`src/hdl/mem_ctrl_pkg.sv`:
```
// widths, vector types, fsm state enums and packed config and command structs
package mem_ctrl_pkg;

  // ********************************************************************
  // widths and sizes
  // ********************************************************************
  localparam int ADDR_W     = 32;
  localparam int TX_SIZE_W  = 10;
  localparam int LOOP_W     = 16;
  localparam int NUM_PU     = 2;
  localparam int PU_ID_W    = 2;
  localparam int RD_IDX_W   = 3;
  localparam int WR_IDX_W   = 3;
  localparam int RD_DEPTH   = 2**RD_IDX_W;   // read table entries
  localparam int WR_DEPTH   = 2**WR_IDX_W;   // write table entries
  localparam int LOAD_IDX_W = (RD_IDX_W > WR_IDX_W) ? RD_IDX_W : WR_IDX_W;

  typedef logic [ADDR_W-1:0]    addr_t;      // address or address step
  typedef logic [TX_SIZE_W-1:0] tx_size_t;   // request size
  typedef logic [LOOP_W-1:0]    loop_t;      // loop max or loop count
  typedef logic [PU_ID_W-1:0]   pu_id_t;
  typedef logic [RD_IDX_W-1:0]  rd_idx_t;
  typedef logic [WR_IDX_W-1:0]  wr_idx_t;

  // ********************************************************************
  // table entries
  // ********************************************************************
  typedef struct packed {
    addr_t    buf_base;          // buffer reads restart here when i is 0
    addr_t    buf_offset;
    loop_t    buf_loop_max;      // buffer reads per stream step, minus one
    tx_size_t buf_size;
    addr_t    stm_base;
    addr_t    stm_loop0_offset;  // step of loop i
    loop_t    stm_loop0_max;
    addr_t    stm_loop1_offset;  // step of loop j
    loop_t    stm_loop1_max;
    tx_size_t stm_size;
  } rd_cfg_t;

  typedef struct packed {
    addr_t    base;
    addr_t    offset;
    loop_t    loop_max;          // writes per entry, minus one
    tx_size_t size;
  } wr_cfg_t;

  // one item of the table load port
  typedef struct packed {
    logic                  we;
    logic                  sel_wr;   // 0 read table, 1 write table
    logic [LOAD_IDX_W-1:0] idx;
    rd_cfg_t               rd_entry;
    wr_cfg_t               wr_entry;
  } cfg_load_t;

  // ********************************************************************
  // memory commands
  // ********************************************************************
  typedef struct packed {
    addr_t    addr;
    tx_size_t size;
    pu_id_t   pu_id;
    logic     is_buffer;   // buffer read, else stream read
  } rd_cmd_t;

  typedef struct packed {
    addr_t    addr;
    tx_size_t size;
    pu_id_t   pu_id;
  } wr_cmd_t;

  typedef enum logic [2:0] {
    IDLE,
    CFG_BUFFER,
    BUSY_BUFFER,
    CFG_STREAM,
    BUSY_STREAM
  } rd_state_e;

  typedef enum logic [1:0] {
    WR_IDLE,
    WR_CFG,
    WR_BUSY,
    WR_WAIT_DONE
  } wr_state_e;

endpackage

```
`src/hdl/cfg_table.sv`:
```
// read and write configuration tables with load port and registered lookup
`timescale 1ns/100ps

module cfg_table (
  input  logic                    clk,
  input  mem_ctrl_pkg::cfg_load_t cfg_load,
  input  mem_ctrl_pkg::rd_idx_t   rd_idx,
  input  mem_ctrl_pkg::wr_idx_t   wr_idx,
  output mem_ctrl_pkg::rd_cfg_t   rd_entry,
  output mem_ctrl_pkg::wr_cfg_t   wr_entry
);

  mem_ctrl_pkg::rd_cfg_t rd_mem [mem_ctrl_pkg::RD_DEPTH];
  mem_ctrl_pkg::wr_cfg_t wr_mem [mem_ctrl_pkg::WR_DEPTH];

  // ********************************************************************
  // load port writes one entry per cycle
  // ********************************************************************
  always_ff @(posedge clk) begin
    if (cfg_load.we && !cfg_load.sel_wr) begin
      rd_mem[cfg_load.idx[mem_ctrl_pkg::RD_IDX_W-1:0]] <= cfg_load.rd_entry;
    end
  end

  always_ff @(posedge clk) begin
    if (cfg_load.we && cfg_load.sel_wr) begin
      wr_mem[cfg_load.idx[mem_ctrl_pkg::WR_IDX_W-1:0]] <= cfg_load.wr_entry;
    end
  end

  // ********************************************************************
  // lookup valid one cycle after the index moves
  // ********************************************************************
  always_ff @(posedge clk) begin
    rd_entry <= rd_mem[rd_idx];
  end

  always_ff @(posedge clk) begin
    wr_entry <= wr_mem[wr_idx];
  end

  // a load must name a known table and entry
  a_load_idx: assert property (@(posedge clk)
    cfg_load.we |-> !$isunknown({cfg_load.sel_wr, cfg_load.idx}));

endmodule

```
`src/hdl/loop_counter.sv`:
```
// wrapping up-counter with clear and programmable maximum
`timescale 1ns/100ps

module loop_counter #(
  parameter int WIDTH = 16
) (
  input  logic             clk,
  input  logic             reset,
  input  logic             clear,
  input  logic             inc,
  input  logic [WIDTH-1:0] max_count,
  output logic [WIDTH-1:0] count,
  output logic             last
);

  // ********************************************************************
  // count register
  // ********************************************************************
  always_ff @(posedge clk) begin
    if (reset || clear) begin
      count <= '0;
    end else if (inc) begin
      if (last) begin
        count <= '0;               // wrap after the final step
      end else begin
        count <= count + 1'b1;
      end
    end
  end

  // high for the whole final step, not just on the wrap
  assign last = (count == max_count);

endmodule

```
`src/hdl/mem_controller.sv`:
```
// memory controller top with configuration tables, read and write sequencers
`timescale 1ns/100ps

module mem_controller (
  input  logic                    clk,
  input  logic                    reset,
  input  mem_ctrl_pkg::cfg_load_t cfg_load,
  input  mem_ctrl_pkg::rd_idx_t   rd_last_idx,
  input  mem_ctrl_pkg::wr_idx_t   wr_last_idx,
  input  logic                    start,
  output logic                    done,
  output logic                    rd_req,
  input  logic                    rd_ready,
  output mem_ctrl_pkg::rd_cmd_t   rd_cmd,
  output logic                    wr_req,
  input  logic                    wr_ready,
  input  logic                    wr_done,
  output mem_ctrl_pkg::wr_cmd_t   wr_cmd,
  output mem_ctrl_pkg::rd_idx_t   rd_cfg_idx,
  output mem_ctrl_pkg::wr_idx_t   wr_cfg_idx
);

  mem_ctrl_pkg::rd_cfg_t rd_entry;
  mem_ctrl_pkg::wr_cfg_t wr_entry;
  logic                  rd_active;   // read side out of idle

  cfg_table cfg_table_i (
    .clk(clk), .cfg_load(cfg_load), .rd_idx(rd_cfg_idx), .wr_idx(wr_cfg_idx),
    .rd_entry(rd_entry), .wr_entry(wr_entry)
  );

  read_sequencer read_sequencer_i (
    .clk(clk), .reset(reset), .start(start), .rd_last_idx(rd_last_idx),
    .rd_entry(rd_entry), .wr_idx(wr_cfg_idx), .rd_ready(rd_ready), .rd_req(rd_req),
    .rd_cmd(rd_cmd), .rd_idx(rd_cfg_idx), .rd_active(rd_active)
  );

  write_sequencer write_sequencer_i (
    .clk(clk), .reset(reset), .rd_active(rd_active), .wr_last_idx(wr_last_idx),
    .wr_entry(wr_entry), .wr_ready(wr_ready), .wr_done(wr_done), .wr_req(wr_req),
    .wr_cmd(wr_cmd), .wr_idx(wr_cfg_idx), .done(done)
  );

endmodule

```
`src/hdl/read_sequencer.sv`:
```
// read fsm, buffer and stream loop counters, read address generation and throttle
`timescale 1ns/100ps

module read_sequencer (
  input  logic                  clk,
  input  logic                  reset,
  input  logic                  start,
  input  mem_ctrl_pkg::rd_idx_t rd_last_idx,
  input  mem_ctrl_pkg::rd_cfg_t rd_entry,
  input  mem_ctrl_pkg::wr_idx_t wr_idx,
  input  logic                  rd_ready,
  output logic                  rd_req,
  output mem_ctrl_pkg::rd_cmd_t rd_cmd,
  output mem_ctrl_pkg::rd_idx_t rd_idx,
  output logic                  rd_active
);

  mem_ctrl_pkg::rd_state_e state;
  mem_ctrl_pkg::rd_state_e state_next;
  logic                    in_cfg;
  logic                    cfg_hold;     // second cfg cycle with a valid entry
  logic                    throttle_q;
  logic                    run_start;
  logic                    buf_issue;
  logic                    stm_issue;
  logic                    loop1_inc;
  logic                    idx_inc;
  logic                    all_reads_done;
  mem_ctrl_pkg::loop_t     buf_count;    // k
  mem_ctrl_pkg::loop_t     loop0_count;  // i
  mem_ctrl_pkg::loop_t     loop1_count;  // j
  logic                    buf_last;
  logic                    loop0_last;
  logic                    loop1_last;
  logic                    idx_last;
  mem_ctrl_pkg::addr_t     buf_addr;
  mem_ctrl_pkg::addr_t     loop1_addr;   // stm_base + j * loop1 offset
  mem_ctrl_pkg::addr_t     stm_addr;

  assign run_start = (state == mem_ctrl_pkg::IDLE) && start;
  assign in_cfg    = (state == mem_ctrl_pkg::CFG_BUFFER) || (state == mem_ctrl_pkg::CFG_STREAM);
  assign rd_active = (state != mem_ctrl_pkg::IDLE);

  // ********************************************************************
  // throttle and issue
  // ********************************************************************
  assign rd_req = ((state == mem_ctrl_pkg::BUSY_BUFFER) || (state == mem_ctrl_pkg::BUSY_STREAM))
                  && rd_ready && !throttle_q;
  assign buf_issue = rd_req && (state == mem_ctrl_pkg::BUSY_BUFFER);
  assign stm_issue = rd_req && (state == mem_ctrl_pkg::BUSY_STREAM);

  always_ff @(posedge clk) begin
    if (reset) begin
      throttle_q <= 1'b0;
    end else begin
      throttle_q <= rd_req || (rd_idx > wr_idx);  // spacing then write side
    end
  end

  // loop nesting k inside i inside j inside entry
  assign loop1_inc      = stm_issue && loop0_last;
  assign idx_inc        = loop1_inc && loop1_last;
  assign all_reads_done = idx_inc && idx_last;

  loop_counter #(.WIDTH(mem_ctrl_pkg::LOOP_W)) buf_counter_i (
    .clk(clk), .reset(reset), .clear(run_start), .inc(buf_issue),
    .max_count(rd_entry.buf_loop_max), .count(buf_count), .last(buf_last)
  );

  loop_counter #(.WIDTH(mem_ctrl_pkg::LOOP_W)) loop0_counter_i (
    .clk(clk), .reset(reset), .clear(run_start), .inc(stm_issue),
    .max_count(rd_entry.stm_loop0_max), .count(loop0_count), .last(loop0_last)
  );

  loop_counter #(.WIDTH(mem_ctrl_pkg::LOOP_W)) loop1_counter_i (
    .clk(clk), .reset(reset), .clear(run_start), .inc(loop1_inc),
    .max_count(rd_entry.stm_loop1_max), .count(loop1_count), .last(loop1_last)
  );

  loop_counter #(.WIDTH(mem_ctrl_pkg::RD_IDX_W)) idx_counter_i (
    .clk(clk), .reset(reset), .clear(run_start), .inc(idx_inc),
    .max_count(rd_last_idx), .count(rd_idx), .last(idx_last)
  );

  // ********************************************************************
  // address generation
  // ********************************************************************
  always_ff @(posedge clk) begin
    if ((state == mem_ctrl_pkg::CFG_BUFFER) && cfg_hold && (loop0_count == '0)
        && (buf_count == '0)) begin
      buf_addr <= rd_entry.buf_base;             // first group of a stream row
    end else if (buf_issue) begin
      buf_addr <= buf_addr + rd_entry.buf_offset;
    end
  end

  always_ff @(posedge clk) begin
    if ((state == mem_ctrl_pkg::CFG_STREAM) && cfg_hold && (loop0_count == '0)) begin
      if (loop1_count == '0) begin
        loop1_addr <= rd_entry.stm_base;
        stm_addr   <= rd_entry.stm_base;
      end else begin
        stm_addr   <= loop1_addr;                // new row of loop j
      end
    end else if (stm_issue) begin
      stm_addr <= stm_addr + rd_entry.stm_loop0_offset;
      if (loop0_last) begin
        loop1_addr <= loop1_addr + rd_entry.stm_loop1_offset;
      end
    end
  end

  always_comb begin
    if (state == mem_ctrl_pkg::BUSY_BUFFER) begin
      rd_cmd.addr      = buf_addr;
      rd_cmd.size      = rd_entry.buf_size;
      rd_cmd.pu_id     = buf_count[mem_ctrl_pkg::PU_ID_W-1:0];
      rd_cmd.is_buffer = 1'b1;
    end else begin
      rd_cmd.addr      = stm_addr;
      rd_cmd.size      = rd_entry.stm_size;
      rd_cmd.pu_id     = '0;
      rd_cmd.is_buffer = 1'b0;
    end
  end

  // ********************************************************************
  // fsm
  // ********************************************************************
  always_ff @(posedge clk) begin
    if (reset) begin
      state    <= mem_ctrl_pkg::IDLE;
      cfg_hold <= 1'b0;
    end else begin
      state    <= state_next;
      cfg_hold <= in_cfg && !cfg_hold;           // each cfg state is 2 cycles
    end
  end

  always_comb begin
    state_next = state;
    case (state)
      mem_ctrl_pkg::IDLE: begin
        if (start) state_next = mem_ctrl_pkg::CFG_BUFFER;
      end
      mem_ctrl_pkg::CFG_BUFFER: begin
        if (cfg_hold) state_next = mem_ctrl_pkg::BUSY_BUFFER;
      end
      mem_ctrl_pkg::BUSY_BUFFER: begin
        if (buf_issue) begin
          state_next = buf_last ? mem_ctrl_pkg::CFG_STREAM : mem_ctrl_pkg::CFG_BUFFER;
        end
      end
      mem_ctrl_pkg::CFG_STREAM: begin
        if (cfg_hold) state_next = mem_ctrl_pkg::BUSY_STREAM;
      end
      mem_ctrl_pkg::BUSY_STREAM: begin
        if (all_reads_done) state_next = mem_ctrl_pkg::IDLE;
        else if (stm_issue) state_next = mem_ctrl_pkg::CFG_BUFFER;
      end
      default: state_next = mem_ctrl_pkg::IDLE;
    endcase
  end

  // registered throttle must still keep reads behind the write entry
  a_req_idx: assert property (@(posedge clk) disable iff (reset)
    rd_req |-> (rd_idx <= wr_idx));
  a_buf_range: assert property (@(posedge clk) disable iff (reset)
    buf_issue |-> (buf_count <= rd_entry.buf_loop_max));

endmodule

```
`src/hdl/write_sequencer.sv`:
```
// write fsm, write loop, round-robin pu id, write entry index and done pulse
`timescale 1ns/100ps

module write_sequencer (
  input  logic                  clk,
  input  logic                  reset,
  input  logic                  rd_active,
  input  mem_ctrl_pkg::wr_idx_t wr_last_idx,
  input  mem_ctrl_pkg::wr_cfg_t wr_entry,
  input  logic                  wr_ready,
  input  logic                  wr_done,
  output logic                  wr_req,
  output mem_ctrl_pkg::wr_cmd_t wr_cmd,
  output mem_ctrl_pkg::wr_idx_t wr_idx,
  output logic                  done
);

  mem_ctrl_pkg::wr_state_e state;
  mem_ctrl_pkg::wr_state_e state_next;
  logic                    cfg_hold;
  logic                    spent;       // this run's writes are finished
  logic                    wr_start;
  logic                    entry_adv;
  logic                    count_last;
  logic                    idx_last;
  mem_ctrl_pkg::pu_id_t    pu_id;
  mem_ctrl_pkg::addr_t     wr_addr;

  assign wr_start  = (state == mem_ctrl_pkg::WR_IDLE) && wr_ready && rd_active && !spent;
  assign entry_adv = (state == mem_ctrl_pkg::WR_WAIT_DONE) && wr_done;
  assign done      = entry_adv && idx_last;
  assign wr_req    = (state == mem_ctrl_pkg::WR_BUSY) && wr_ready && !wr_done;

  // ********************************************************************
  // counters
  // ********************************************************************
  loop_counter #(.WIDTH(mem_ctrl_pkg::LOOP_W)) wr_counter_i (
    .clk(clk), .reset(reset), .clear(wr_start), .inc(wr_req),
    .max_count(wr_entry.loop_max), .count(), .last(count_last)
  );

  // round robin over the pus restarting with every entry
  loop_counter #(.WIDTH(mem_ctrl_pkg::PU_ID_W)) pu_counter_i (
    .clk(clk), .reset(reset), .clear(entry_adv), .inc(wr_req),
    .max_count(mem_ctrl_pkg::pu_id_t'(mem_ctrl_pkg::NUM_PU - 1)), .count(pu_id), .last()
  );

  // holds at the last entry after done so a slower read side stays unthrottled
  loop_counter #(.WIDTH(mem_ctrl_pkg::WR_IDX_W)) idx_counter_i (
    .clk(clk), .reset(reset), .clear(wr_start), .inc(entry_adv && !idx_last),
    .max_count(wr_last_idx), .count(wr_idx), .last(idx_last)
  );

  // ********************************************************************
  // write address
  // ********************************************************************
  always_ff @(posedge clk) begin
    if ((state == mem_ctrl_pkg::WR_CFG) && cfg_hold) begin
      wr_addr <= wr_entry.base;
    end else if (wr_req) begin
      wr_addr <= wr_addr + wr_entry.offset;
    end
  end

  assign wr_cmd.addr  = wr_addr;
  assign wr_cmd.size  = wr_entry.size;
  assign wr_cmd.pu_id = pu_id;

  // ********************************************************************
  // fsm
  // ********************************************************************
  always_ff @(posedge clk) begin
    if (reset) begin
      state    <= mem_ctrl_pkg::WR_IDLE;
      cfg_hold <= 1'b0;
      spent    <= 1'b0;
    end else begin
      state    <= state_next;
      cfg_hold <= (state == mem_ctrl_pkg::WR_CFG) && !cfg_hold;
      if (done) spent <= 1'b1;                 // one pass per read run
      else if (!rd_active) spent <= 1'b0;
    end
  end

  always_comb begin
    state_next = state;
    case (state)
      mem_ctrl_pkg::WR_IDLE: begin
        if (wr_start) state_next = mem_ctrl_pkg::WR_CFG;
      end
      mem_ctrl_pkg::WR_CFG: begin
        if (cfg_hold) state_next = mem_ctrl_pkg::WR_BUSY;
      end
      mem_ctrl_pkg::WR_BUSY: begin
        if (wr_req && count_last) state_next = mem_ctrl_pkg::WR_WAIT_DONE;
      end
      mem_ctrl_pkg::WR_WAIT_DONE: begin
        if (wr_done) state_next = idx_last ? mem_ctrl_pkg::WR_IDLE : mem_ctrl_pkg::WR_CFG;
      end
      default: state_next = mem_ctrl_pkg::WR_IDLE;
    endcase
  end

  // pu id and entry index stay inside their ranges while writing
  a_wr_req_range: assert property (@(posedge clk) disable iff (reset)
    wr_req |-> (int'(pu_id) < mem_ctrl_pkg::NUM_PU) && (wr_idx <= wr_last_idx));

endmodule

```
`config.mk`:
```
export PLATFORM = sky130hd
export DESIGN_NAME = mem_controller
export DESIGN_NICKNAME = d
export VERILOG_FILES = /design/src/hdl/mem_ctrl_pkg.sv /design/src/hdl/cfg_table.sv /design/src/hdl/loop_counter.sv /design/src/hdl/mem_controller.sv /design/src/hdl/read_sequencer.sv /design/src/hdl/write_sequencer.sv
export SDC_FILE = /design/constraint.sdc
export NUM_CORES = 2
export LEC_CHECK = 0
export BUFFER_PORTS_ARGS = -buffer_cell sky130_fd_sc_hd__buf_2
export CORE_MARGIN = 3
export CORE_UTILIZATION = 35
export CTS_CLUSTER_SIZE = 30
export DETAILED_ROUTE_END_ITERATION = 8
export PLACE_DENSITY = 0.57
export RECOVER_POWER = 25
export REMOVE_ABC_BUFFERS = 1
export SLEW_MARGIN = 15
export SYNTH_ARGS = -nofsm -noshare
export SYNTH_HDL_FRONTEND = slang
export SYNTH_HIERARCHICAL = 1
export SYNTH_SLANG_ARGS = --single-unit
```
`constraint.sdc`:
```
create_clock -name clk -period 23.5 [get_ports clk]
set_input_delay 0 -clock clk [delete_from_list [all_inputs] [get_ports clk]]
set_output_delay 0 -clock clk [all_outputs]
set_load 0.01 [all_outputs]
```
[After elaboration in Yosys (flattened, before gate mapping)]
Memory sizes are Yosys's and may differ from the RTL's. A register that Yosys moved wholly into a read port is not among the register bits.
Cells that the tools add are included.
Word-level totals
  register bits: 209
  bits in writable memories: 2544
  bits of input ports: 335
  output and inout port bits: 98
  logic and storage cells: 146
  memories: 2
Operators by class
  $add $sub $neg: 11
  order comparisons: 1
  equality and inequality tests: 24
  muxes and demuxes: 38
  reduce and logical (&&, ||, !) cells: 53
Memory list
  cfg_table_i.rd_mem: depth 8, width 228, rd ports 1, clocked after memory_dff 1, write ports 1, RTL line cfg_table.sv:13  | mem_ctrl_pkg::rd_cfg_t rd_mem [mem_ctrl_pkg::RD_DEPTH];
  cfg_table_i.wr_mem: depth 8, width 90, rd ports 1, clocked after memory_dff 1, write ports 1, RTL line cfg_table.sv:14  | mem_ctrl_pkg::wr_cfg_t wr_mem [mem_ctrl_pkg::WR_DEPTH];
Operator list (count)
  32-bit 2-to-1 mux: 10
  32-bit adder: 4
  16-bit by 1-bit adder with 16-bit output (second input constant): 4
  16-bit == test: 4
  16-bit 2-to-1 mux: 4
  16-bit logical NOT: 3
  45-bit 2-to-1 mux: 1
  1-bit logical AND: 27
  3-bit 2-to-1 mux: 8
  3-bit one-hot mux with 5 select lines: 1
  2-bit 2-to-1 mux: 6
  2-bit inequality test (second input constant): 6
  2-bit one-hot mux with 4 select lines: 1
  2-bit nonzero test: 4
  1-bit logical NOT: 7
  1-bit 2-to-1 mux: 7
  3-bit by 1-bit adder with 3-bit output (second input constant): 2
  3-bit by 2-bit == test with 1-bit output (second input constant): 2
  3-bit == test: 2
  1-bit logical OR: 6
  2-bit by 1-bit inequality test with 1-bit output (second input constant): 3
  5-bit AND reduction: 1
  2-bit by 1-bit == test with 1-bit output (second input constant): 2
  2-bit == test (second input constant): 2
  other kinds (10): 10

[Logic depth before layout (Yosys ltp)]
  depth after elaboration: 10
  depth in mapped cells: 12
  mapped depth without buffers: 10

[Hierarchy]
Netlist, hierarchy kept.
By module, submodules not included
  cfg_table: times used 1, cells an instance 4016, area an instance 101932.8 um^2, sequential area each 82759.4 um^2
  read_sequencer: times used 1, cells an instance 1121, area an instance 10098.4 um^2, sequential area each 2982.9 um^2
  loop_counter (read_sequencer_i.buf_counter_i ...): times used 4, cells an instance 119, area an instance 954.7 um^2, sequential area each 320.3 um^2
  write_sequencer: times used 1, cells an instance 380, area an instance 3296.9 um^2, sequential area each 1041.0 um^2
  loop_counter (read_sequencer_i.idx_counter_i ...): times used 2, cells an instance 21, area an instance 186.4 um^2, sequential area each 60.1 um^2
  loop_counter (write_sequencer_i.pu_counter_i): times used 1, cells an instance 14, area an instance 127.6 um^2, sequential area each 40.0 um^2

[Worst setup path after synthesis]
Ideal clock, no wire load.
  path type: input to register
  start: input cfg_load[318] in the netlist's numbering
  end: memory cfg_table_i/rd_mem[0][0] in the netlist's numbering, enable pin
  library setup time: 1.099 ns
  data arrival time: 15.858 ns
  required time: 22.401 ns
  setup slack: 6.543 ns
  stages on the path: 2
  path buffers: 0
  cells stage by stage: or3b_2 nor3_1
RTL lines
  start: declaration: RTL line mem_controller.sv:7  | input mem_ctrl_pkg::cfg_load_t cfg_load,
  end: declaration: RTL line cfg_table.sv:13
No word-level cell before the write port.

[Final worst setup path]
  start: input cfg_load[318] in the netlist's numbering
  end: memory cfg_table_i/rd_mem[2][142] in the netlist's numbering, enable pin
No word-level cell before the write port.

==> summary.txt <==
Place
  – Pre-CTS WS: 18,950 ps
  – DP HPWL: roughly 170,000 um
  – Port bufs: around 430
  – Placed Instances: between 10,000 and 15,000
  – Final GP Congestion: roughly 0.8

Final layout
  – Area growth syn-to-layout: 20.7%
  – Footprint of the multi-input gates: 29,800 sq um
  – Layout fillers: about 30,000
  – Fin cells: between 10,000 and 15,000
  – Ratio of cells with drive above 1 in the final layout: 0.271
  – Reg area: slightly below 90,000 sq um
  – Nets@finish: between 7,000 and 8,000

STA
  – Final setup violating endpoints: 0
  – Final Max Slew Viols: 0
  – Relative slew slack: 0.215
  – Least-Margin Pin Slew: approximately 1200 ps
  – Fin crit share: 0.189
  – RSZ-0062 raised after global routing: no
  – FMAX: 225 MHz
  – Final Critical Period: 4450 ps
  – Clk_skew: between 100 and 150 ps
  – Final Hold Fails: 0
  – Crit path setup slack, layout: between 15,000 and 20,000 ps
  – Setup TNS: 0 ps

Synth
  – Synth top area cells: edfxtp_1, mux4_2, dfxtp_1, mux2_2, ha_1
  – Cell area after synthesis: between 100,000 and 150,000 sq um
  – Area share of the largest cell type after synthesis: 0.671
  – Ys async rst share: 0
  – Post-synth EDFFs: around 2,700
  – Unique masters post-synth: between 90 and 100
  – Ys flop type: edfxtp_1
  – Syn avg cell area: ~20 sq um
  – Synth Instances: between 6,000 and 7,000
  – Ys Warns: 6
  – Synth Register Bits: around 3,000
  – Sequential area share after synthesis: 0.737
  – Synth area leader: edfxtp_1

Clock network
  – Postcts setup bufs: 0
  – Clk sink count: 3,071
  – Root Driver: clkbuf_16
  – CTS buffer count: 334
  – Clock transition at path regs: 70 ps
  – Max Root-Sink Buffers: 4
  – Post-CTS sizing: 0
  – Skew-Pair Late Insertion Delay: approximately 940 ps
  – CTS tree: done
  – Post-CTS Hold Buffers: 650
  – H-tree depth: 5

Global route
  – Gr ovfl total: 0
  – Largest net degree at the start of global routing: 120
  – GRT Overall Usage: 0.162
  – Initial antenna violation count: 67
  – Global-route wire length before repair: around 430,000 um
  – Vias in the first global route: ~64,000

Power and ir drop
  – Switching power: approximately 2500 uW
  – Pwr/cell area: approximately 81 nW/um^2
  – Reg power frac: 0.518
  – Switching share of total power: 0.210
  – Gate power share: 0.037
  – Maximum vdd drop: between 50 and 60 uV
  – Cell leakage power: about 0.047 uW
  – Pint: 9270 uW
  – Clk pwr share: 0.445

Setup path
  – CP Data Required Time: around 24,000 ps
  – Max FO, Critical Path: 93
  – CP Launch Point: cfg_load[318]
  – Reg2Reg Launch Point: read_sequencer_i/idx_counter_i/count[0]
  – Arrival @ worst endpoint: ~5000 ps
  – CP Launch Type: input port
  – Register-to-register setup slack: between 15,000 and 20,000 ps
  – Crit. End Element: register
  – Crit path kind: in -> reg

Worst hold path
  – HP Class: in -> reg
  – Min-Delay Startpoint: cfg_load[18]

Floorplanning
  – Core area: approximately 340,000 sq um
  – IO Count: ~430
  – Die Width: ~590 um
  – Rows: ~210
  – Die ar.: around 350,000 sq um
  – Die Y: between 500 and 600 um
  – Initial Utilization: 0.352

Drt
  – DR DRC count: 0
  – Post-DRT Antenna Nets: 0
  – Vias/cell: roughly 5.0
  – Via count: 61,100
  – Drt first pass iters: 5
  – DR iter-0 viols: between 4,000 and 5,000
  – DRT Wirelength: approximately 290,000 um
  – Drt wl/cell: 23.6 um

Outcome
  – Outcome: finished, final reports clean

Run
  – Max-cap check violation count: 0
==> cell type report <==
| cell class | count | area share |
|---|---|---|
| clock inverters | 145 | 0.0116 |
| flip-flops and latches | 3071 | 0.611 |
| multi-input cells | 2662 | 0.206 |
| diodes | 23 | 0.000398 |
| well taps | 4536 | 0.0393 |
| clock buffers | 474 | 0.0645 |
| inverters | 57 | 0.00148 |
| repair buffers | 1173 | 0.0655 |
==> logic make-up (layout without fill, tap and decap cells) <==
kind of cell | Yosys count | in the layout | share of synthesized area
DFF | 3071 | 3071 | 0.737
and+or+nand+nor | 689 | 689 | 0.0288
muxes | 1039 | 1039 | 0.157
other | 2 | 29 | 0.0000628
xor gates and xnor gates | 216 | 216 | 0.0158
buffers and inverters | 320 | 1849 | 0.0148
AOI/OAI and AO/OA | 571 | 571 | 0.0309
adders and majority gates | 141 | 141 | 0.0150
==> stage by stage <==
step	utilization	hold WS (ps)	cell area [sq um]	total power, uW
detailed placement	0.373	269	127000	6540
CTS	0.425	2.97	144000	11900
global route	0.425	116	144000	12100
floorplan	-	69.1	118000	6380
finish	0.425	129	144000	11700
global placement	0.373	261	127000	6520
==> synthesized netlist by cell type (12+ instances only) <==
cell,number
edfxtp_1,2672
mux4_2,636
dfxtp_1,399
mux2_2,371
nand2_1,186
a21oi_1,174
nor2_1,168
xor2_1,149
ha_1,137
o21ai_0,119
clkbuf_1,101
a21o_1,79
xnor2_1,67
buf_6,60
inv_1,56
nand4_1,53
buf_2,46
nand3_1,41
nor3_1,39
buf_1,35
nor4_1,35
mux2i_1,32
and3_1,25
a31oi_1,24
and2_1,23
o21bai_1,22
nand2b_1,21
nor2b_1,20
a211oi_1,18
o21a_1,18
o21ai_1,17
or2_2,15
buf_4,13
nand3b_1,13
or3_1,12
==> flip-flops by register name (all words and copies together), names as in the netlist <==
| name | flops |
|---|---|
| cfg_table_i/rd_mem | 1824 |
| cfg_table_i/wr_mem | 720 |
| cfg_table_i/rd_entry | 228 |
| cfg_table_i/wr_entry | 90 |
| read_sequencer_i/buf_addr | 32 |
| read_sequencer_i/loop1_addr | 32 |
| read_sequencer_i/stm_addr | 32 |
| write_sequencer_i/wr_addr | 32 |
| read_sequencer_i/buf_counter_i/count | 16 |
| read_sequencer_i/loop0_counter_i/count | 16 |
| read_sequencer_i/loop1_counter_i/count | 16 |
| write_sequencer_i/wr_counter_i/count | 16 |
| read_sequencer_i/idx_counter_i/count | 3 |
| read_sequencer_i/state | 3 |
| write_sequencer_i/idx_counter_i/count | 3 |
| write_sequencer_i/pu_counter_i/count | 2 |
| write_sequencer_i/state | 2 |
| read_sequencer_i/cfg_hold | 1 |
| read_sequencer_i/throttle_q | 1 |
| write_sequencer_i/cfg_hold | 1 |
| write_sequencer_i/spent | 1 |
==> power groups by stage <==
stage / clock (uW) / combinational (uW) / sequential (uW)
final: 5210 / 438 / 6080
after global routing: 5570 / 480 / 6080
after global placement: 0 / 333 / 6190
after floorplan: 0 / 182 / 6200
after CTS: 5340 / 443 / 6080
after detailed placement: 0 / 344 / 6190
==> layer usage <==
layer  global-route usage  routed length (um)  vias to the layer above
met5                    0                 122                        -
met4               0.0341                5360                       18
met3               0.0260               13300                      393
met2                0.266              139000                     1457
met1                0.227              129000                    32100
li1                     -                   -                    27200
==> critical path: stages <==
cell and delay (ps):
dlygate4sd3_1 540, buf_2 140, or3b_2 460, dlygate4sd3_1 710, nor2_4 180, buf_12 380
buf_4 800, buf_4 790, buf_4 800
==> layout by cell type (no fill, tap or decap), types with 32 or more instances in the layout <==
master         Yosys  final
edfxtp_1        2672   2672
dlygate4sd3_1      0    650
mux4_2           636    636
buf_2             46    398
dfxtp_1          399    393
mux2_2           371    371
clkbuf_16          0    337
nand2_1          186    185
a21oi_1          174    174
nor2_1           168    156
xor2_1           149    149
ha_1             137    137
clkbuf_1         101    133
o21ai_0          119    119
buf_4             13     80
a21o_1            79     79
xnor2_1           67     67
inv_1             56     56
nand4_1           53     53
clkinv_1           0     43
nand3_1           41     41
clkbuf_8           0     37
clkinv_2           0     36
nor4_1            35     35
nor3_1            39     35
mux2i_1           32     32
==> path summary, 6_finish.rpt <==
path | endpoint | depth (start not counted)
min | cfg_table_i/wr_mem[5][18] | 2
max reg2reg | cfg_table_i/rd_entry[218] | 5
max | cfg_table_i/rd_mem[2][142] | 9
min reg2reg | write_sequencer_i/wr_addr[0] | 2
No activity file was read; power rests on OpenSTA's default activity.
